## src/nts_extractor_pkg.sv

```systemverilog
// Packet extractor shared sizes, slot and transmit state encodings, index types
package nts_extractor_pkg;

  // ----------------------------------------
  // Sizes
  // ----------------------------------------

  // Packet word and byte lane layout
  localparam int DATA_W         = 64;
  localparam int BYTES_PER_WORD = 8;

  // Ring of packet slots in the buffer RAM
  localparam int NUM_BUFFERS = 4;
  localparam int SLOT_W      = 2;
  localparam int BUF_WORDS   = 32;
  localparam int WORD_ADDR_W = 5;

  // Full RAM address is slot index on top of word address
  localparam int RAM_ADDR_W = SLOT_W + WORD_ADDR_W;

  // ----------------------------------------
  // Types
  // ----------------------------------------

  // One extra bit so a completely full slot (32 words) is representable
  typedef logic [WORD_ADDR_W:0]   word_count_t;
  typedef logic [3:0]             lwdv_t;
  typedef logic [SLOT_W-1:0]      slot_t;
  typedef logic [WORD_ADDR_W-1:0] waddr_t;

  typedef enum logic [1:0] {
    BUF_UNUSED  = 2'b00,
    BUF_WRITING = 2'b01,
    BUF_LOADED  = 2'b10,
    BUF_READING = 2'b11
  } buf_state_e;

  typedef enum logic [1:0] {
    TX_IDLE       = 2'd0,
    TX_AWAIT_ACK  = 2'd1,
    TX_WRITE      = 2'd2,
    TX_WRITE_LAST = 2'd3
  } tx_state_e;

endpackage

```

## src/nts_extractor_if.sv

```systemverilog
// Write-side and read-side links between the packet buffer and its neighbours
`timescale 1ns/1ps

// ----------------------------------------
// Engine reader to packet buffer
// ----------------------------------------

interface nts_wr_if;
  import nts_extractor_pkg::*;

  // Current write slot is unused
  logic              free;
  // Claim the slot and record the last-word byte count
  logic              start;
  lwdv_t             lwdv;
  // One word per high cycle, address is counted inside the buffer
  logic              we;
  logic [DATA_W-1:0] wdata;
  // Packet complete, slot becomes loaded
  logic              commit;

  modport master (
    input  free,
    output start,
    output lwdv,
    output we,
    output wdata,
    output commit
  );

  modport slave (
    output free,
    input  start,
    input  lwdv,
    input  we,
    input  wdata,
    input  commit
  );

endinterface


```

## src/nts_engine_reader.sv

```systemverilog
// Engine reader that drains one packet at a time from the engine FIFO into a slot
`timescale 1ns/1ps

module nts_engine_reader (
  input  logic                                 i_clk,
  input  logic                                 i_areset,

  input  logic                                 i_engine_packet_available,
  input  logic                                 i_engine_fifo_empty,
  input  logic [nts_extractor_pkg::DATA_W-1:0] i_engine_fifo_rd_data,
  input  nts_extractor_pkg::lwdv_t             i_engine_bytes_last_word,
  output logic                                 o_engine_fifo_rd_en,
  output logic                                 o_engine_packet_read,

  nts_wr_if.master                             wr
);

  // ----------------------------------------
  // State
  // ----------------------------------------

  // Low while idle, high while a packet is being copied
  logic writing;
  // Registered end-of-packet pulse, doubles as the buffer commit
  logic packet_read;
  // FIFO ran dry during a copy
  logic packet_done;
  logic claim;

  // ----------------------------------------
  // Control decode
  // ----------------------------------------

  // A new packet is only claimed when the engine has a full one and a slot is free
  assign claim = !writing && i_engine_packet_available && !i_engine_fifo_empty && wr.free;

  // First empty cycle while writing closes the packet
  assign packet_done = writing && i_engine_fifo_empty;

  // ----------------------------------------
  // Buffer side
  // ----------------------------------------

  assign wr.start  = claim;
  // Byte count is only taken by the buffer on start
  assign wr.lwdv   = i_engine_bytes_last_word;

  // FWFT FIFO, the head word is stored in the cycle it is popped
  assign wr.we     = writing && !i_engine_fifo_empty;
  assign wr.wdata  = i_engine_fifo_rd_data;
  assign wr.commit = packet_read;

  // ----------------------------------------
  // Engine side
  // ----------------------------------------

  assign o_engine_fifo_rd_en  = wr.we;
  assign o_engine_packet_read = packet_read;

  always_ff @(posedge i_clk or posedge i_areset) begin
    if (i_areset) begin
      writing     <= 1'b0;
      packet_read <= 1'b0;
    end else begin
      packet_read <= packet_done;
      if (claim) begin
        writing <= 1'b1;
      end else if (packet_done) begin
        writing <= 1'b0;
      end
    end
  end

endmodule

```

## src/flat_wrapper.sv

```systemverilog
// flat-port wrapper written by rule: the top's interface ports become plain ports
module nts_engine_reader_flat 
  (i_clk, i_areset, i_engine_packet_available, i_engine_fifo_empty, i_engine_fifo_rd_data, i_engine_bytes_last_word, o_engine_fifo_rd_en, o_engine_packet_read, wr_free, wr_start, wr_lwdv, wr_we, wr_wdata, wr_commit);
  nts_wr_if wr_i ();
  input  logic i_clk;
  input  logic i_areset;
  input  logic i_engine_packet_available;
  input  logic i_engine_fifo_empty;
  input  logic [nts_extractor_pkg::DATA_W-1:0] i_engine_fifo_rd_data;
  input  nts_extractor_pkg::lwdv_t i_engine_bytes_last_word;
  output logic o_engine_fifo_rd_en;
  output logic o_engine_packet_read;
  input wire logic [$bits(wr_i.free)-1:0] wr_free;
  output wire logic [$bits(wr_i.start)-1:0] wr_start;
  output wire logic [$bits(wr_i.lwdv)-1:0] wr_lwdv;
  output wire logic [$bits(wr_i.we)-1:0] wr_we;
  output wire logic [$bits(wr_i.wdata)-1:0] wr_wdata;
  output wire logic [$bits(wr_i.commit)-1:0] wr_commit;
  assign wr_i.free = wr_free;
  assign wr_start = wr_i.start;
  assign wr_lwdv = wr_i.lwdv;
  assign wr_we = wr_i.we;
  assign wr_wdata = wr_i.wdata;
  assign wr_commit = wr_i.commit;
  nts_engine_reader u_core (.i_clk(i_clk), .i_areset(i_areset), .i_engine_packet_available(i_engine_packet_available), .i_engine_fifo_empty(i_engine_fifo_empty), .i_engine_fifo_rd_data(i_engine_fifo_rd_data), .i_engine_bytes_last_word(i_engine_bytes_last_word), .o_engine_fifo_rd_en(o_engine_fifo_rd_en), .o_engine_packet_read(o_engine_packet_read), .wr(wr_i));
endmodule
```

## config.mk

```make
export PLATFORM = sky130hd
export DESIGN_NAME = nts_engine_reader_flat
export DESIGN_NICKNAME = d
export VERILOG_FILES = /design/src/nts_extractor_pkg.sv /design/src/nts_extractor_if.sv /design/src/nts_engine_reader.sv /design/src/flat_wrapper.sv
export SDC_FILE = /design/constraint.sdc
export NUM_CORES = 1
export LEC_CHECK = 0
export BUFFER_PORTS_ARGS = -buffer_cell sky130_fd_sc_hd__buf_2
export CAP_MARGIN = 20
export CORE_MARGIN = 5
export CORE_UTILIZATION = 22
export DETAILED_ROUTE_END_ITERATION = 8
export HOLD_SLACK_MARGIN = 0.08
export PLACE_DENSITY_LB_ADDON = 0.08
export SLEW_MARGIN = 20
export SYNTH_ARGS = -nofsm -noshare
export SYNTH_HDL_FRONTEND = slang
export SYNTH_SLANG_ARGS = --single-unit
```

## constraint.sdc

```tcl
create_clock -name i_clk -period 1 [get_ports i_clk]
set_input_delay 0 -clock i_clk [delete_from_list [all_inputs] [get_ports i_clk]]
set_output_delay 0 -clock i_clk [all_outputs]
set_load 0.01 [all_outputs]
```

==> results.tsv <==
metric	value	unit
ff2ff_setup_slack	200	ps
overflow	0	
multi_input_area	38.8	µm²
cts-root-buf	clkbuf_4	
synth_area_leaders	buf_4, dfrtp_1, nor3_2, and2_2, nor2b_1	
mostFrequentLayoutCells	dlygate4sd3_1, buf_2, clkbuf_4	
cp_slowest_stage_delay	600	ps
setup_viol	0	
drv_slew	0	
worst_skew_pair.late_latency	220	ps
ant_nets	0	
yosysTopAreaCell	buf_4	
finalHoldViolCount	0	
peakVddDrop	500	µV
path_class	in -> out	
numCtsBuffers	3	
crit_chain	dlygate4sd3_1, nor3_2, buf_2	
crit_required	1000	ps
die_h	62.9	µm
routabilityCongestion	0.739	
syn_inst	79	
cp_max_fo	4	
coreArea	2710	µm²
finalSetupTns	0	ps
status	complete, no violations	
syn_avg_cell_area	7.79	µm²
grtUsageTotal	7.21	%
final-seq-area	50.0	µm²
drv_cap	0	
yosysSeqAreaShare	8.13	%
finClkSkew	0.902	ps
p_leak	0.000413	µW
synth_top_area_share	85.4	%
hold_class	in -> reg	
num_vias	465	
grt_max_degree	5	
portBuffers	9	
postRouteWirelength	1.74	mm
cp_slowest_cell	dlygate4sd3_1	
n_fill_cell	271	
powerDensity	672	nW/µm²
r2r_cells	3	
worst_pin_slew	177	ps
diodes	0	
grt_pass1_vias	522	
num_rows	19	
clock_path_buffers	2	
fmax	1.10	GHz
cts_sinks	2	
ys.warnings.count	0	
cp-start-kind	input pin	
area_delta_synth_final	49.0	%
viasPerCell	3.81	
io_pins	146	
dr.pass1.iters	2	
fin_crit	908	ps
finalCritPeriodShare	90.8	%
wl_per_cell	14.3	µm
timing.hold.ws	157	ps
ys_seq_elements	2	
layout.nets	166	
rsz0062_at_grt	no	
syn_area	616	µm²
crit_path_end_kind	output pin	
antenna_found_initial	0	
drt_iter0_drc	19	
initial_core_util	22.7	%
clk_pin_slew	30	ps
cts_tree	yes	
hold_depth	3	
grt_pass1_wl	2.34	mm
dieArea	3960	µm²
die_x	62.9	µm
syn_nets	152	
layout_commonest_cell	dlygate4sd3_1	
drive_gt1_share	14.3	%
cts-htree-levels	1	
arrival	910	ps
route.detailed.drc	0	
timing.slew.headroom	88.2	%
yosysUniqueCellTypes	9	
-- worst paths after layout --
path / startpoint / end
setup / recovery: i_engine_fifo_empty / wr_start
hold / removal: wr_free / u_core.writing
setup reg to reg: u_core.writing / u_core.writing
hold reg to reg: u_core.writing / u_core.writing
max in group asynchronous: i_areset / u_core.writing
min in group asynchronous: i_areset / u_core.o_engine_packet_read
-- kinds of logic (layout without fill, tap and decap cells) --
| family | Yosys count | count (layout) | share of synthesized area, % |
|---|---|---|---|
| compound gates | 1 | 1 | 0.812 |
| simple gates | 5 | 5 | 5.08 |
| buf+inv | 71 | 83 | 86.0 |
| flops | 2 | 2 | 8.13 |
-- metrics by stage --
step / total power [µW] / instance area (µm²) / setup WS (ps) / util (%) / cells
final: 616 / 917 / 91.8 / 33.8 / 122
after floorplan: 389 / 616 / 215 / - / 79
after global routing: 672 / 917 / 11.1 / 33.8 / 122
after CTS: 629 / 917 / 33.4 / 33.8 / 124
after global placement: 126 / 174 / 300 / 6.42 / 49
after detailed placement: 124 / 174 / 293 / 6.42 / 49
-- routing by layer --
layer	up-vias	part of all wire (%)	GRT usage, %	routed length [µm]
li1	192	-	-	-
met1	195	24	5.57	410
met2	76	58	13.1	1000
met3	2	18	5.40	316
met4	0	0.57	3.18	10
met5	-	0	0	0
-- flip-flops by register name, summed over array words and instances, names as in the netlist --
register                     cells
u_core.o_engine_packet_read      1
u_core.writing                   1
-- critical path: cells and delay by family --
kind                   cells  cell delay [ps]
AND/OR/NAND/NOR            1              160
buffers and inverters      2              750
-- final cells by class --
type,count,share of cell area (%)
clock buffer,3,2.46
inverter,1,0.409
multi-input combinational,6,4.23
sequential,2,5.46
tap,31,4.23
timing repair buffer,79,83.2
-- timing repair --
item	CTS	global route
hold buffers	72	0
endpoints found under the hold margin	72	0
gates resized for setup	0	3
setup buffers	0	1
setup endpoints to repair	0	3
-- Yosys cell counts --
library cell	instances
buf_4	70
nand2_1	1
nor2b_1	1
a21oi_1	1
dfrtp_1	2
nor2_1	1
inv_1	1
nor3_2	1
and2_2	1
-- power breakdown --
part	leakage, µW	switching [µW]	internal, µW
Combinational	0.000372	146	209
Sequential	0.0000267	2.93	85.9
Clock	0.0000138	40.3	132
No activity file was read; power rests on OpenSTA's default activity.
