$ cat config.mk
export PLATFORM = sky130hd
export DESIGN_NAME = nts_mac_tx_flat
export DESIGN_NICKNAME = d
export VERILOG_FILES = /design/src/nts_extractor_pkg.sv /design/src/nts_extractor_if.sv /design/src/nts_mac_tx.sv /design/src/flat_wrapper.sv
export SDC_FILE = /design/constraint.sdc
export NUM_CORES = 1
export LEC_CHECK = 0
export BUFFER_PORTS_ARGS = -buffer_cell sky130_fd_sc_hd__buf_2
export CAP_MARGIN = 15
export CORE_MARGIN = 2
export CORE_UTILIZATION = 51
export DETAILED_ROUTE_END_ITERATION = 8
export PLACE_DENSITY = 0.9
export SLEW_MARGIN = 20
export SYNTH_ARGS = -nofsm -noshare
export SYNTH_HDL_FRONTEND = slang
export SYNTH_SLANG_ARGS = --single-unit
$ cat constraint.sdc
create_clock -name i_clk -period 2.8 [get_ports i_clk]
set_input_delay 0.14 -clock i_clk [delete_from_list [all_inputs] [get_ports i_clk]]
set_output_delay 0.14 -clock i_clk [all_outputs]
set_load 0.02 [all_outputs]
$ cat src/nts_extractor_pkg.sv
// Packet extractor shared sizes, slot and transmit state encodings, index types
package nts_extractor_pkg;

  // ----------------------------------------
  // Sizes
  // ----------------------------------------

  // Packet word and byte lane layout
  localparam int DATA_W         = 64;
  localparam int BYTES_PER_WORD = 8;

  // Ring of packet slots in the buffer RAM
  localparam int NUM_BUFFERS = 4;
  localparam int SLOT_W      = 2;
  localparam int BUF_WORDS   = 32;
  localparam int WORD_ADDR_W = 5;

  // Full RAM address is slot index on top of word address
  localparam int RAM_ADDR_W = SLOT_W + WORD_ADDR_W;

  // ----------------------------------------
  // Types
  // ----------------------------------------

  // One extra bit so a completely full slot (32 words) is representable
  typedef logic [WORD_ADDR_W:0]   word_count_t;
  typedef logic [3:0]             lwdv_t;
  typedef logic [SLOT_W-1:0]      slot_t;
  typedef logic [WORD_ADDR_W-1:0] waddr_t;

  typedef enum logic [1:0] {
    BUF_UNUSED  = 2'b00,
    BUF_WRITING = 2'b01,
    BUF_LOADED  = 2'b10,
    BUF_READING = 2'b11
  } buf_state_e;

  typedef enum logic [1:0] {
    TX_IDLE       = 2'd0,
    TX_AWAIT_ACK  = 2'd1,
    TX_WRITE      = 2'd2,
    TX_WRITE_LAST = 2'd3
  } tx_state_e;

endpackage

$ cat src/nts_extractor_if.sv


// ----------------------------------------
// Packet buffer to MAC transmitter
// ----------------------------------------

interface nts_rd_if;
  import nts_extractor_pkg::*;

  // Current read slot holds a complete packet
  logic              loaded;
  word_count_t       words;
  lwdv_t             lwdv;
  // Mark the slot as being read
  logic              take;
  // Read port, data returns one clock after re
  logic              re;
  waddr_t            raddr;
  logic [DATA_W-1:0] rdata;
  // Slot finished, back to unused and advance the ring
  logic              release_slot;

  modport master (
    input  loaded,
    input  words,
    input  lwdv,
    input  rdata,
    output take,
    output re,
    output raddr,
    output release_slot
  );

  modport slave (
    output loaded,
    output words,
    output lwdv,
    output rdata,
    input  take,
    input  re,
    input  raddr,
    input  release_slot
  );

endinterface

$ cat src/nts_mac_tx.sv
// MAC transmitter that streams loaded slots with start, ack and byte-valid beats
`timescale 1ns/1ps

module nts_mac_tx (
  input  logic                                         i_clk,
  input  logic                                         i_areset,

  input  logic                                         i_mac_tx_ack,
  output logic                                         o_mac_tx_start,
  output logic [nts_extractor_pkg::BYTES_PER_WORD-1:0] o_mac_tx_data_valid,
  output logic [nts_extractor_pkg::DATA_W-1:0]         o_mac_tx_data,

  nts_rd_if.master                                     rd
);
  import nts_extractor_pkg::*;

  // ----------------------------------------
  // Declarations
  // ----------------------------------------

  tx_state_e state;
  tx_state_e state_next;

  // Word being fetched from the slot
  waddr_t raddr;
  logic   read_last;

  logic [BYTES_PER_WORD-1:0] valid_next;
  logic [DATA_W-1:0]         data_next;

  // Last beat formatting
  logic [BYTES_PER_WORD-1:0] last_mask;
  logic [DATA_W-1:0]         last_data;
  logic [6:0]                drop_bits;

  // ----------------------------------------
  // Last word alignment
  // ----------------------------------------

  assign read_last = (word_count_t'(raddr) == rd.words - word_count_t'(1));

  // Valid bytes sit at the top of the stored word, move them down to byte 0
  assign drop_bits = {lwdv_t'(BYTES_PER_WORD) - rd.lwdv, 3'b000};
  assign last_data = rd.rdata >> drop_bits;

  always_comb begin
    for (int i = 0; i < BYTES_PER_WORD; i++) begin
      last_mask[i] = (i < int'(rd.lwdv));
    end
  end

  // ----------------------------------------
  // Transmit FSM
  // ----------------------------------------

  assign rd.raddr = raddr;

  always_comb begin
    state_next      = state;
    rd.take         = 1'b0;
    rd.re           = 1'b0;
    rd.release_slot = 1'b0;
    valid_next      = '0;
    data_next       = '0;
    case (state)
      TX_IDLE: begin
        if (rd.loaded) begin
          rd.take    = 1'b1;
          state_next = TX_AWAIT_ACK;
        end
      end
      TX_AWAIT_ACK: begin
        if (i_mac_tx_ack) begin
          state_next = TX_WRITE;
        end
      end
      TX_WRITE: begin
        rd.re = 1'b1;
        // RAM data lags the address by one clock, nothing to send on word 0
        if (raddr != '0) begin
          valid_next = '1;
          data_next  = rd.rdata;
        end
        if (read_last) begin
          state_next = TX_WRITE_LAST;
        end
      end
      TX_WRITE_LAST: begin
        valid_next      = last_mask;
        data_next       = last_data;
        rd.release_slot = 1'b1;
        state_next      = TX_IDLE;
      end
      default: state_next = TX_IDLE;
    endcase
  end

  always_ff @(posedge i_clk or posedge i_areset) begin
    if (i_areset) begin
      state               <= TX_IDLE;
      raddr               <= '0;
      o_mac_tx_start      <= 1'b0;
      o_mac_tx_data_valid <= '0;
      o_mac_tx_data       <= '0;
    end else begin
      state               <= state_next;
      o_mac_tx_start      <= rd.take;
      o_mac_tx_data_valid <= valid_next;
      o_mac_tx_data       <= data_next;
      if (state == TX_AWAIT_ACK) begin
        raddr <= '0;
      end else if (state == TX_WRITE && !read_last) begin
        raddr <= raddr + 1'b1;
      end
    end
  end

endmodule

$ cat src/flat_wrapper.sv
// flat-port wrapper written by rule: the top's interface ports become plain ports
module nts_mac_tx_flat import nts_extractor_pkg::*;
  (i_clk, i_areset, i_mac_tx_ack, o_mac_tx_start, o_mac_tx_data_valid, o_mac_tx_data, rd_loaded, rd_words, rd_lwdv, rd_rdata, rd_take, rd_re, rd_raddr, rd_release_slot);
  nts_rd_if rd_i ();
  input  logic i_clk;
  input  logic i_areset;
  input  logic i_mac_tx_ack;
  output logic o_mac_tx_start;
  output logic [nts_extractor_pkg::BYTES_PER_WORD-1:0] o_mac_tx_data_valid;
  output logic [nts_extractor_pkg::DATA_W-1:0] o_mac_tx_data;
  input wire logic [$bits(rd_i.loaded)-1:0] rd_loaded;
  input wire logic [$bits(rd_i.words)-1:0] rd_words;
  input wire logic [$bits(rd_i.lwdv)-1:0] rd_lwdv;
  input wire logic [$bits(rd_i.rdata)-1:0] rd_rdata;
  output wire logic [$bits(rd_i.take)-1:0] rd_take;
  output wire logic [$bits(rd_i.re)-1:0] rd_re;
  output wire logic [$bits(rd_i.raddr)-1:0] rd_raddr;
  output wire logic [$bits(rd_i.release_slot)-1:0] rd_release_slot;
  assign rd_i.loaded = rd_loaded;
  assign rd_i.words = rd_words;
  assign rd_i.lwdv = rd_lwdv;
  assign rd_i.rdata = rd_rdata;
  assign rd_take = rd_i.take;
  assign rd_re = rd_i.re;
  assign rd_raddr = rd_i.raddr;
  assign rd_release_slot = rd_i.release_slot;
  nts_mac_tx u_core (.i_clk(i_clk), .i_areset(i_areset), .i_mac_tx_ack(i_mac_tx_ack), .o_mac_tx_start(o_mac_tx_start), .o_mac_tx_data_valid(o_mac_tx_data_valid), .o_mac_tx_data(o_mac_tx_data), .rd(rd_i));
endmodule
==> run summary, run 1 <==
The run finished with clean final reports. The endpoint identified for the worst register-to-register timing path is u_core.o_mac_tx_data_valid[4]. The first global-routing pass estimated 21,560 um of wire.

The number of fillers in the final layout came out at 739. The overall power of the completed layout came out at 4.741 mW. The critical setup path kind is reg -> reg. The slowest stage cell on the critical path is o41a_2. The final setup slack of the worst path came out at 0.7354 ns. The routed wire length came out at 13,740 um. The largest net degree at the start of global routing is 49.

The worst max-slew margin expressed relative to the limit is 0.4989. Of the cells placed in the final design, the portion with a size suffix greater than 1 is 0.3509. The worst-path maximum fanout came out at 8.

The worst clock skew is 0.01533 ns. Clock tree synthesis selected as its root buffer the cell clkbuf_8. The count of clock tree sinks came out at 80.

The number of buffers between clock root and the deepest sink is 2. The post-CTS clock slew at the launch and capture registers of the worst setup and hold paths came out at 0.08 ns. The total of endpoints with negative setup slack in the final report came out at 0. The number of DRC violations after detailed routing is 0.

The number of vias in the routed layout came out at 4,495. In this run the vertical extent of the chip is 100.8 um. Counting stages on the worst path, the most repeated cell is inv_1. The later pin in the worst-skew pair is clocked with a latency of 0.35 ns. At the end of the flow, the number of nets in the layout was 710. The most used routing layer is met2. The leakage power came out at 3.048 nW. STA classifies the critical path startpoint as a flop. The sequential cell area came out at 2002 um2. The final hold violation count came out at 0. The utilization of the core after routing came out at 0.6504. The placed wire-length estimate after detailed placement is 9922 um. The synthesized net count is 559. The routing usage on met3 is 0.06796. The synthesized flop and latch total is 80. The starting density of the core is 0.5219. The commonest non-fill, non-tap cell in the layout is buf_2. The area growth from synthesis to layout is 24.62%. The count of buffers from port buffering is 158. The finished cells cover 5953 um2. The core region is 9153 um2. Walking the worst path, the cells encountered are inv_1, ha_1, inv_1, o41a_2, a21oi_1, o21ai_0.

Summing every instance area after synthesis gives 4777 um2. The path with the worst hold slack has its endpoint at u_core.o_mac_tx_data[6]. The clock period could shrink to 2.065 ns. In this run the power density over the cells is 796.4 nW/um2. The count of final max-slew check failures came out at 0. The longest individual stage delay on the worst path came out at 0.51 ns. Setup repair after global routing left no endpoint under its margin. During synthesis, Yosys emitted a total of 0 warnings. The share of the yosys chip area belonging to registers came out at 0.4191. The final estimated routing congestion in global placement came out at 0.9149. The initialized floorplan defines 35 standard-cell rows. The number of detailed-routing iterations run before antenna repair is 5.

The endpoint arrival time on the critical path is 2.26 ns. The tightest min-delay check is of the in -> reg type. The number of enable flip-flop cells after synthesis is 0. TritonCTS built the clock tree. The I/O pin count is 159.

The initial antenna violation count came out at 0. The mean area per synthesized cell came out at 10.14 um2. The number of instances in the placed design is 719. The pre-CTS setup slack came out at 0.6006 ns.

The async set or reset register ratio after synthesis came out at 1.000. Leaving out fill and tap cells, the most frequent cells in the layout are buf_2 (157), dfrtp_1 (80), nand2_1 (58), o21ai_0 (46), mux2i_1 (42). The fmax came out at 484.4 MHz. The first routing iteration left 491 violations. The tightest hold path in the finished design has a slack of 0.01360 ns. The endpoint type of the worst setup path is a flop. The depth of the CTS H-tree is 3.

The met1 usage in global routing is 0.3464. For this run, the number of standard cells in the final layout without fillers is 739. The setup fix buffers added after clock tree synthesis is 0.

The met2 usage in global routing is 0.4364. The share of the cycle needed by the critical path after routing came out at 0.7374. The floorplan die area came out at 10,160 um2.

For the pin with the worst max-slew slack, the measured transition is 0.7501 ns. The summed negative setup slack over all endpoints is 0 ns. IR analysis of the VDD net gives a maximum drop of 0.0003467 V. The startpoint identified for the worst hold timing path is rd_rdata[6]. The per-cell via count in the routed design came out at 6.083.

The remaining number of nets flagged by the antenna check after routing is 0. The number of library cell types mapped by synthesis is 42. The total global-route track usage is 0.2727. The width of the die is 100.8 um. In the final routed layout, each cell accounts on average for 18.59 um. The required time of the critical path is 2.99 ns.

The number of buffers created by CTS came out at 9. The most used flip-flop cell after synthesis is dfrtp_1. The depth of the most critical reg-to-reg path is 6. Summing all multi-input logic gate instances after layout gives 2589 um2. The total overflow left after global routing is 0. The placed instances occupy a cell area of 5689 um2. The number of global-route vias before repair is 4,464. The total of max-cap violations came out at 0. The gate count of the mapped netlist is 471. Counting instances, the worst hold path has a depth of 3. For flop-to-flop paths, the worst setup slack is 0.74 ns. The startpoint identified for the worst register-to-register timing path is u_core.rd.raddr[0].
[worst max-delay path: cells and delay by family, from the launching register on]
kind | cells | cell delay (ns)
AO/OA/AOI/OAI | 3 | 1.16
flip-flops | 1 | 0.46
adder cells (fa/ha/maj) | 1 | 0.14
buffers and inverters | 2 | 0.15
[synth_stat cells (2+ instances only)]
cell type / instances / share of area
o21ai_0: 46 / 0.048
nand2b_1: 2 / 0.0026
dfrtp_1: 80 / 0.42
a211oi_1: 28 / 0.044
mux2i_1: 42 / 0.088
mux4_2: 16 / 0.075
nor2_1: 8 / 0.0063
and2_1: 9 / 0.012
buf_1: 6 / 0.0047
nor2b_1: 19 / 0.025
clkbuf_1: 21 / 0.017
a22o_1: 24 / 0.044
buf_2: 8 / 0.0084
ha_1: 10 / 0.026
and2b_2: 3 / 0.0055
nand2_1: 58 / 0.046
o21a_1: 2 / 0.0031
a31oi_1: 12 / 0.016
a21oi_1: 19 / 0.020
xnor2_1: 5 / 0.0092
nor3_1: 13 / 0.014
xor2_1: 3 / 0.0055
inv_1: 14 / 0.011
mux2_1: 4 / 0.0094
nand4_1: 2 / 0.0026
[layer usage]
layer  routed length, um  up-vias
li1                    -     2013
met5                   0        -
met2                6546      276
met4                 594        0
met1                5295     2157
met3                1302       49
[where the power goes]
part           internal (mW)  leakage [nW]  switching [mW]
clock                  0.553         0.113           0.426
sequential              1.50          1.08           0.136
combinational          0.754          1.86            1.37
[worst max-delay path by stage]
| stage | endpoint | cells past startpoint | start | slack [ns] |
|---|---|---|---|---|
| 6_report | u_core.o_mac_tx_data_valid[4] | 6 | u_core.rd.raddr[0] | 0.74 |
| 5_1_grt | u_core.o_mac_tx_data_valid[4] | 6 | u_core.rd.raddr[0] | 0.51 |
| 4_1_cts | u_core.o_mac_tx_data_valid[4] | 6 | u_core.rd.raddr[0] | 0.75 |
| 3_5_place_dp | u_core.o_mac_tx_data[11] | 6 | rd_lwdv[0] | 0.60 |
| 3_3_place_gp | u_core.o_mac_tx_data[23] | 6 | rd_lwdv[0] | 0.71 |
| 2_1_floorplan | u_core.o_mac_tx_data[19] | 10 | rd_lwdv[0] | 0.44 |
[state kept, by name, indices dropped and copies added (netlist names)]
signal                      flops
u_core.o_mac_tx_data           64
u_core.o_mac_tx_data_valid      8
u_core.o_mac_tx_start           1
u_core.rd.raddr                 5
u_core.state                    2
[area by class of cell]
| cell class | count | share of cell area |
|---|---|---|
| multi-input cells | 341 | 0.4348 |
| flip-flops and latches | 80 | 0.3363 |
| repair buffers | 176 | 0.1572 |
| clock buffers | 12 | 0.02606 |
| well taps | 111 | 0.02333 |
| clock inverters | 4 | 0.01282 |
| inverters | 14 | 0.009037 |
| diodes | 1 | 0.0004203 |
[cell families (layout without fill, tap and decap cells)]
logic type | after synthesis | after routing | share of synthesized area
other | 0 | 1 | 0
buffers and inverters | 50 | 206 | 0.04296
AND/OR/NAND/NOR | 123 | 123 | 0.1304
XOR/XNOR | 8 | 8 | 0.01467
adder cells (fa/ha/maj) | 10 | 10 | 0.02619
AO/OA/AOI/OAI | 137 | 137 | 0.1907
flip-flops | 80 | 80 | 0.4191
multiplexers | 63 | 63 | 0.1760
[what timing repair did]
item                      CTS  global route
hold buffers                3             0
resized for setup           0             0
hold endpoints to repair   43             0
Power figures use the tool's default switching activity.
==> run 2, diff against run 1 <==
Settings changed: CORE_UTILIZATION 51 to 46, PLACE_DENSITY 0.9 to 0.86.
Clock period 2.8 ns to 1.88 ns, I/O delays scaled along.
==> run 2 against run 1 <==
  * Clock-buffer cell count decreased by 1
  * Critical endpoint is now u_core.o_mac_tx_data[50]
  * Sequential power up 48%
  * Sequential share of layout area shrank 2.5 points
  * Clock skew down 0.0065 ns
  * Maximum frequency is 15% higher
  * Flip-flop and latch count unchanged
  * Worst hold slack gained 0.0074 ns
==> run summary, run 2 (synthesis gave the netlist of run 1 again) <==
The design area came out at 6426 um2 (was 5953 um2). The commonest non-fill, non-tap cell in the layout is buf_2 (unchanged). The post-detailed-route wirelength per cell is 17.97 um (was 18.59 um). The pre-CTS setup slack came out at -0.08729 ns (was 0.6006 ns). The required time of the critical path came out at 2.13 ns (was 2.99 ns). Commonest cells after routing, fill and taps aside: buf_2 (157), dfrtp_1 (80), nand2_1 (58), o21ai_0 (46), mux2i_1 (42) (unchanged).

The category of the worst setup path launch point was a flop (unchanged). The final-layout worst hold slack came to 0.02100 ns (was 0.01360 ns). The floorplan core area came out at 10,180 um2 (was 9153 um2).

The slowest stage cell on the critical path was o41a_2 (unchanged). The final hold violation count was 0 (unchanged). The count of standard-cell rows came out at 37 (was 35). The root buffer selected by CTS was clkbuf_8 (unchanged). The per-cell via count in the routed design was 5.809 (was 6.083). The count of buffers from port buffering came out at 158 (unchanged). The setup fix buffers added after clock tree synthesis came out at 0 (unchanged). The number of detailed-routing iterations run before antenna repair is 5 (unchanged). The clock network fraction of design power came out at 0.159 (was 0.206).

The final estimated routing congestion in global placement came out at 0.9049 (was 0.9149). The switching power as a share of total power came out at 0.4215 (was 0.4083). The number of flip-flops in the largest register is 64 (unchanged). The number of inserted diodes is 0 (was 1). The overall power of the completed layout was 6.901 mW (was 4.741 mW).

The number of buffers created by CTS came out at 9 (unchanged). The longest individual stage delay on the worst path came out at 0.52 ns (was 0.51 ns). The area growth from synthesis to layout is 34.52% (was 24.62%). Unrepaired setup endpoints after global routing: yes (was no). The cell-internal power was 3.993 mW (was 2.805 mW).

The vertical extent of the die came out at 105.9 um (was 100.8 um). The utilization of the core after routing is 0.6310 (was 0.6504). Outcome: completed (unchanged).

The number of nets in the layout is 755 (was 710). The count of clock tree sinks is 80 (unchanged). Top Registers: u_core.o_mac_tx_data x64, u_core.o_mac_tx_data_valid x8, u_core.rd.raddr x5 (unchanged). The remaining number of nets flagged by the antenna check after routing came out at 0 (unchanged). The count of final max-slew check failures is 0 (unchanged). The depth of the CTS H-tree was 3 (unchanged). The post-CTS clock slew at the launch and capture registers of the worst setup and hold paths came out at 0.08 ns (about the same). The floorplan die area came out at 11,220 um2 (was 10,160 um2).

The critical setup path kind is reg -> reg (unchanged). The routed wire length was 14,520 um (was 13,740 um). The total placed instance area came out at 5881 um2 (was 5689 um2). The worst max-slew margin expressed relative to the limit was 0.6601 (was 0.4989).

The final setup slack of the worst path is 0.08750 ns (was 0.7354 ns). The insertion delay of the later-clocked pin in the worst-skew pair is 0.35 ns (about the same). The largest net degree at the start of global routing came out at 81 (was 49).

The worst clock skew is 0.008861 ns (was 0.01533 ns). The share of the cycle needed by the critical path after routing was 0.9535 (was 0.7374). The total of endpoints with negative setup slack in the final report came out at 0 (unchanged). The sequential group share of total power came out at 0.349 (was 0.345). The switching power is 2.909 mW (was 1.936 mW).

The number of buffers between clock root and the deepest sink was 2 (unchanged). The leakage power came out at 3.239 nW (was 3.048 nW). The total power per unit cell area came out at 1074 nW/um2 (was 796.4 nW/um2). The placed wire-length estimate after detailed placement was 10,080 um (was 9922 um). The fmax is 557.9 MHz (was 484.4 MHz). The combinational fraction of design power is 0.492 (was 0.449).

The starting density of the core is 0.4690 (was 0.5219). The proportion of layout cells with a drive suffix above 1 is 0.3512 (was 0.3509). The I/O pin count is 159 (unchanged). The wire length of the first global-routing pass came out at 22,810 um (was 21,560 um). The initial antenna violation count came to 0 (unchanged). The number of global-route vias before repair came out at 4,608 (was 4,464).

The total global-route track usage is 0.2592 (was 0.2727). The overflow left after global routing is 0 (unchanged). The class of the worst hold path was in -> reg (unchanged). The endpoint arrival time on the critical path came out at 2.04 ns (was 2.26 ns). The number of fillers in the final layout is 819 (was 739). Cells traversed along the worst timing path: inv_1, ha_1, inv_1, o41a_2, a21o_2, a22o_1 (was inv_1, ha_1, inv_1, o41a_2, a21oi_1, o21ai_0). The minimum period implied by the final worst setup slack came out at 1.793 ns (was 2.065 ns). The worst supply voltage drop on vdd came out at 0.0005557 V (was 0.0003467 V).

The TritonCTS clock tree was built (unchanged). The width of the die came out at 105.9 um (was 100.8 um). The number of vias in the routed layout is 4,694 (was 4,495). The slew at the pin closest to its max-slew limit came out at 0.5074 ns (was 0.7501 ns).

The worst-path maximum fanout came out at 16 (was 8). The endpoint type of the worst setup path is a flop (unchanged). The initial detailed-routing violation count came out at 276 (was 491). The number of DRC violations after detailed routing came to 0 (unchanged).

The total of max-cap violations came out at 0 (unchanged). The top register by number of flip-flops is u_core.o_mac_tx_data (unchanged). The most frequent cell on the critical path is inv_1 (unchanged).
## run 2: cell types whose count changed in the layout (fill, tap and decap cells not counted), sizes merged
cell	before	now
buf	173	185
clkbuf	12	11
diode	1	0
dlygate4sd3	3	36
clkinv	2	3
bufinv	2	0
clkinvlp	1	3
## run 2: final cells by class
| type | count | area (um2) | area share |
|---|---|---|---|
| tap | 136 | 170.2 | 0.02648 |
| inverter | 14 | 56.30 | 0.008762 |
| clock buffer | 11 | 131.4 | 0.02044 |
| sequential | 80 | 2002 | 0.3115 |
| clock inverter | 5 | 33.78 | 0.005257 |
| timing repair buffer | 221 | 1423 | 0.2214 |
| multi-input combinational | 341 | 2610 | 0.4062 |
## run 2: path summary, 6_finish.rpt
| check | end | cells past startpoint | from | slack [ns] |
|---|---|---|---|---|
| worst min register to register | u_core.state[1] | 1 | u_core.state[1] | 0.60 |
| worst min-delay path | u_core.o_mac_tx_data[59] | 2 | rd_rdata[59] | 0.02 |
| max in group asynchronous | u_core.o_mac_tx_data[37] | 4 | i_areset | 1.14 |
| worst max register to register | u_core.o_mac_tx_data[50] | 6 | u_core.rd.raddr[0] | 0.09 |
| min in group asynchronous | u_core.o_mac_tx_data_valid[6] | 4 | i_areset | 0.41 |
| worst max-delay path | u_core.o_mac_tx_data[50] | 6 | u_core.rd.raddr[0] | 0.09 |
## run 2: per-layer routing
metal  vias to the layer above  part of all wire  global-route usage
met2                       313              0.50              0.4567
met5                         -                 0                   0
li1                       2104                 -                   -
met4                         0             0.034              0.1137
met1                      2232              0.37              0.3032
met3                        45             0.095             0.05763
## run 2: per-stage QoR
| step | setup TNS [ns] | cells |
|---|---|---|
| final | 0 | 808 |
| after global routing | -0.1703 | 808 |
| after CTS | 0 | 808 |
| after detailed placement | -0.3256 | 756 |
| after global placement | -0.00009881 | 756 |
| after floorplan | -0.0001235 | 471 |
## run 2: repair_timing
item / CTS / global route
setup endpoints to repair: 0 / 37
resized for setup: 0 / 4
endpoints found under the hold margin: 115 / 0
hold buffers: 36 / 0
## run 2: critical path: cells and delay by family (launching register included)
kind | cells | cell delay, ns
AOI/OAI and AO/OA | 3 | 1.04
DFF | 1 | 0.39
adders and majority gates | 1 | 0.14
buffers and inverters | 2 | 0.12
## run 2: power groups by stage
stage | registers [mW] | clock network (mW) | logic (mW)
final | 2.41 | 1.10 | 3.39
after global routing | 2.45 | 1.21 | 3.66
after CTS | 2.41 | 1.13 | 3.35
after detailed placement | 2.43 | 0 | 3.29
after global placement | 2.43 | 0 | 3.20
after floorplan | 3.09 | 0 | 1.48
==> run 3, diff against run 2 <==
Settings changed: PLACE_DENSITY 0.86 to 0.75.
==> run 3 against run 2 <==
  * Clock skew rose by 0.0069 ns
  * Clock-buffer cell count down 2
  * Combinational power hardly changed
  * Sequential power about the same
  * Worst setup slack lost 0.041 ns
  * Cell count rose by 2.0%
  * Largest cell class unchanged
==> run summary, run 3 (synthesis gave the netlist of run 1 again) <==
The count of final max-slew check failures is 0 (unchanged). The top register by number of flip-flops was u_core.o_mac_tx_data (unchanged). The total placed instance area is 5911 um2 (was 5881 um2). The width of the die is 105.9 um (unchanged). The insertion delay of the later-clocked pin in the worst-skew pair came to 0.37 ns (was 0.35 ns). The TritonCTS clock tree is built (unchanged). The cell-internal power came out at 4.048 mW (was 3.993 mW). The number of vias in the routed layout is 4,740 (was 4,694). The remaining number of nets flagged by the antenna check after routing is 0 (unchanged). The root buffer selected by CTS is clkbuf_8 (unchanged). The worst supply voltage drop on vdd came out at 0.0006832 V (was 0.0005557 V). The number of global-route vias before repair is 4,837 (was 4,608). The switching power as a share of total power came to 0.4286 (was 0.4215).

The number of fillers in the final layout came out at 832 (was 819). The design area is 6583 um2 (was 6426 um2). The clock network fraction of design power came out at 0.177 (was 0.159). The setup fix buffers added after clock tree synthesis came out at 0 (unchanged).

The largest net degree at the start of global routing is 78 (was 81). The switching power came out at 3.036 mW (was 2.909 mW). The count of clock tree sinks is 80 (unchanged). The number of inserted diodes came out at 0 (unchanged). The count of buffers from port buffering was 158 (unchanged).

The total power per unit cell area is 1076 nW/um2 (was 1074 nW/um2). The worst-path maximum fanout is 30 (was 16). The sequential group share of total power is 0.343 (was 0.349). The minimum period implied by the final worst setup slack is 1.833 ns (was 1.793 ns). The commonest non-fill, non-tap cell in the layout was buf_2 (unchanged). The floorplan core area is 10,180 um2 (unchanged). The endpoint type of the worst setup path was a flop (unchanged). Outcome: completed (unchanged). The fmax is 545.4 MHz (was 557.9 MHz). The slowest stage cell on the critical path is o41a_2 (unchanged).

The number of flip-flops in the largest register came to 64 (unchanged). The worst clock skew is 0.01573 ns (was 0.008861 ns). The number of nets in the layout is 771 (was 755).

The worst max-slew margin expressed relative to the limit was 0.5525 (was 0.6601). The depth of the CTS H-tree came out at 3 (unchanged). The category of the worst setup path launch point is a flop (unchanged).

The share of the cycle needed by the critical path after routing came out at 0.9753 (was 0.9535). The number of buffers between clock root and the deepest sink came out at 2 (unchanged). The number of DRC violations after detailed routing came out at 0 (unchanged).

The floorplan die area came out at 11,220 um2 (unchanged). Cells traversed along the worst timing path: inv_1, ha_1, inv_1, o41a_2, buf_4, a22o_1 (was inv_1, ha_1, inv_1, o41a_2, a21o_2, a22o_1). The longest individual stage delay on the worst path is 0.52 ns (about the same). The starting density of the core was 0.4690 (unchanged). The initial antenna violation count came out at 0 (unchanged). The final estimated routing congestion in global placement is 0.9053 (was 0.9049). The class of the worst hold path is in -> reg (unchanged). The combinational fraction of design power came out at 0.480 (was 0.492). The total of endpoints with negative setup slack in the final report came out at 0 (unchanged).

The post-detailed-route wirelength per cell was 17.97 um (about the same). The I/O pin count is 159 (unchanged). The count of standard-cell rows was 37 (unchanged).

The most frequent cell on the critical path is inv_1 (unchanged). Commonest cells after routing, fill and taps aside: buf_2 (157), dfrtp_1 (80), nand2_1 (58), dlygate4sd3_1 (48), o21ai_0 (46) (was buf_2 (157), dfrtp_1 (80), nand2_1 (58), o21ai_0 (46), mux2i_1 (42)). The vertical extent of the die is 105.9 um (unchanged).

The proportion of layout cells with a drive suffix above 1 is 0.3488 (was 0.3512). The post-CTS clock slew at the launch and capture registers of the worst setup and hold paths is 0.09 ns (was 0.08 ns). The overflow left after global routing was 0 (unchanged). The slew at the pin closest to its max-slew limit was 0.6698 ns (was 0.5074 ns). The number of buffers created by CTS was 9 (unchanged).

The overall power of the completed layout is 7.084 mW (was 6.901 mW). The initial detailed-routing violation count is 294 (was 276). The critical setup path kind is reg -> reg (unchanged). Unrepaired setup endpoints after global routing: yes (unchanged). The endpoint arrival time on the critical path is 2.08 ns (was 2.04 ns).

Top Registers: u_core.o_mac_tx_data x64, u_core.o_mac_tx_data_valid x8, u_core.rd.raddr x5 (unchanged). The total global-route track usage is 0.2702 (was 0.2592). The per-cell via count in the routed design is 5.752 (was 5.809). The number of detailed-routing iterations run before antenna repair is 5 (unchanged). The placed wire-length estimate after detailed placement came out at 10,020 um (was 10,080 um).

The total of max-cap violations came out at 0 (unchanged). The leakage power came out at 3.317 nW (was 3.239 nW). The required time of the critical path came out at 2.13 ns (about the same). The routed wire length is 14,810 um (was 14,520 um).

The final-layout worst hold slack came out at 0.01979 ns (was 0.02100 ns). The wire length of the first global-routing pass is 23,660 um (was 22,810 um). The final hold violation count is 0 (unchanged). The area growth from synthesis to layout came out at 37.79% (was 34.52%).
run 3: what timing repair did:
action	CTS	global route
hold buffers	48	0
gates resized for setup	1	0
pin swaps	0	0
hold endpoints to repair	72	0
endpoints found under the setup margin	14	27
run 3: worst max-delay path: cells and delay by family, from the launching register on:
family	cells	cell delay, ns
adder cells (fa/ha/maj)	1	0.16
flip-flops	1	0.39
buffers and inverters	3	0.39
AO/OA/AOI/OAI	2	0.78
run 3: path summary, 6_finish.rpt:
check	from	endpoint	slack, ns	cells past startpoint
hold reg to reg	u_core.state[1]	u_core.state[1]	0.61	1
setup reg to reg	u_core.rd.raddr[0]	u_core.o_mac_tx_data[46]	0.05	6
setup / recovery	u_core.rd.raddr[0]	u_core.o_mac_tx_data[46]	0.05	6
min in group asynchronous	i_areset	u_core.o_mac_tx_data_valid[3]	0.37	3
hold / removal	rd_rdata[36]	u_core.o_mac_tx_data[36]	0.02	2
max in group asynchronous	i_areset	u_core.o_mac_tx_data[23]	0.94	4
run 3: power groups by stage:
stage / combinational [mW] / sequential, mW / clock [mW]
after global routing: 3.68 / 2.47 / 1.37
after CTS: 3.38 / 2.43 / 1.27
final: 3.40 / 2.43 / 1.25
after detailed placement: 3.29 / 2.45 / 0
after global placement: 3.21 / 2.44 / 0
after floorplan: 1.48 / 3.09 / 0
run 3: final cells by class:
| class | instances | area, um2 | area share |
|---|---|---|---|
| clock buffers | 9 | 123.9 | 0.01882 |
| clock inverters | 7 | 66.31 | 0.01007 |
| inverters | 14 | 56.30 | 0.008554 |
| multi-input cells | 341 | 2595 | 0.3942 |
| flip-flops and latches | 80 | 2002 | 0.3041 |
| well taps | 136 | 170.2 | 0.02585 |
| repair buffers | 237 | 1569 | 0.2384 |
run 3: stage by stage:
step,utilization,TNS (ns),std cells,setup slack [ns]
final,0.6463,0,824,0.04652
after global routing,0.6463,-0.4929,824,-0.04287
after CTS,0.6463,0,824,0.03701
after detailed placement,0.5803,-0.3147,760,-0.05671
after global placement,0.5803,-0.007828,760,-0.003826
after floorplan,-,-0.0001235,471,-0.00006173
run 3: per-layer routing:
metal	wire (um)	GRT usage	vias up
met2	7368	0.4530	264
met4	460	0.1231	0
met1	5955	0.3424	2290
met3	1023	0.04721	43
met5	0	0	-
li1	-	-	2143
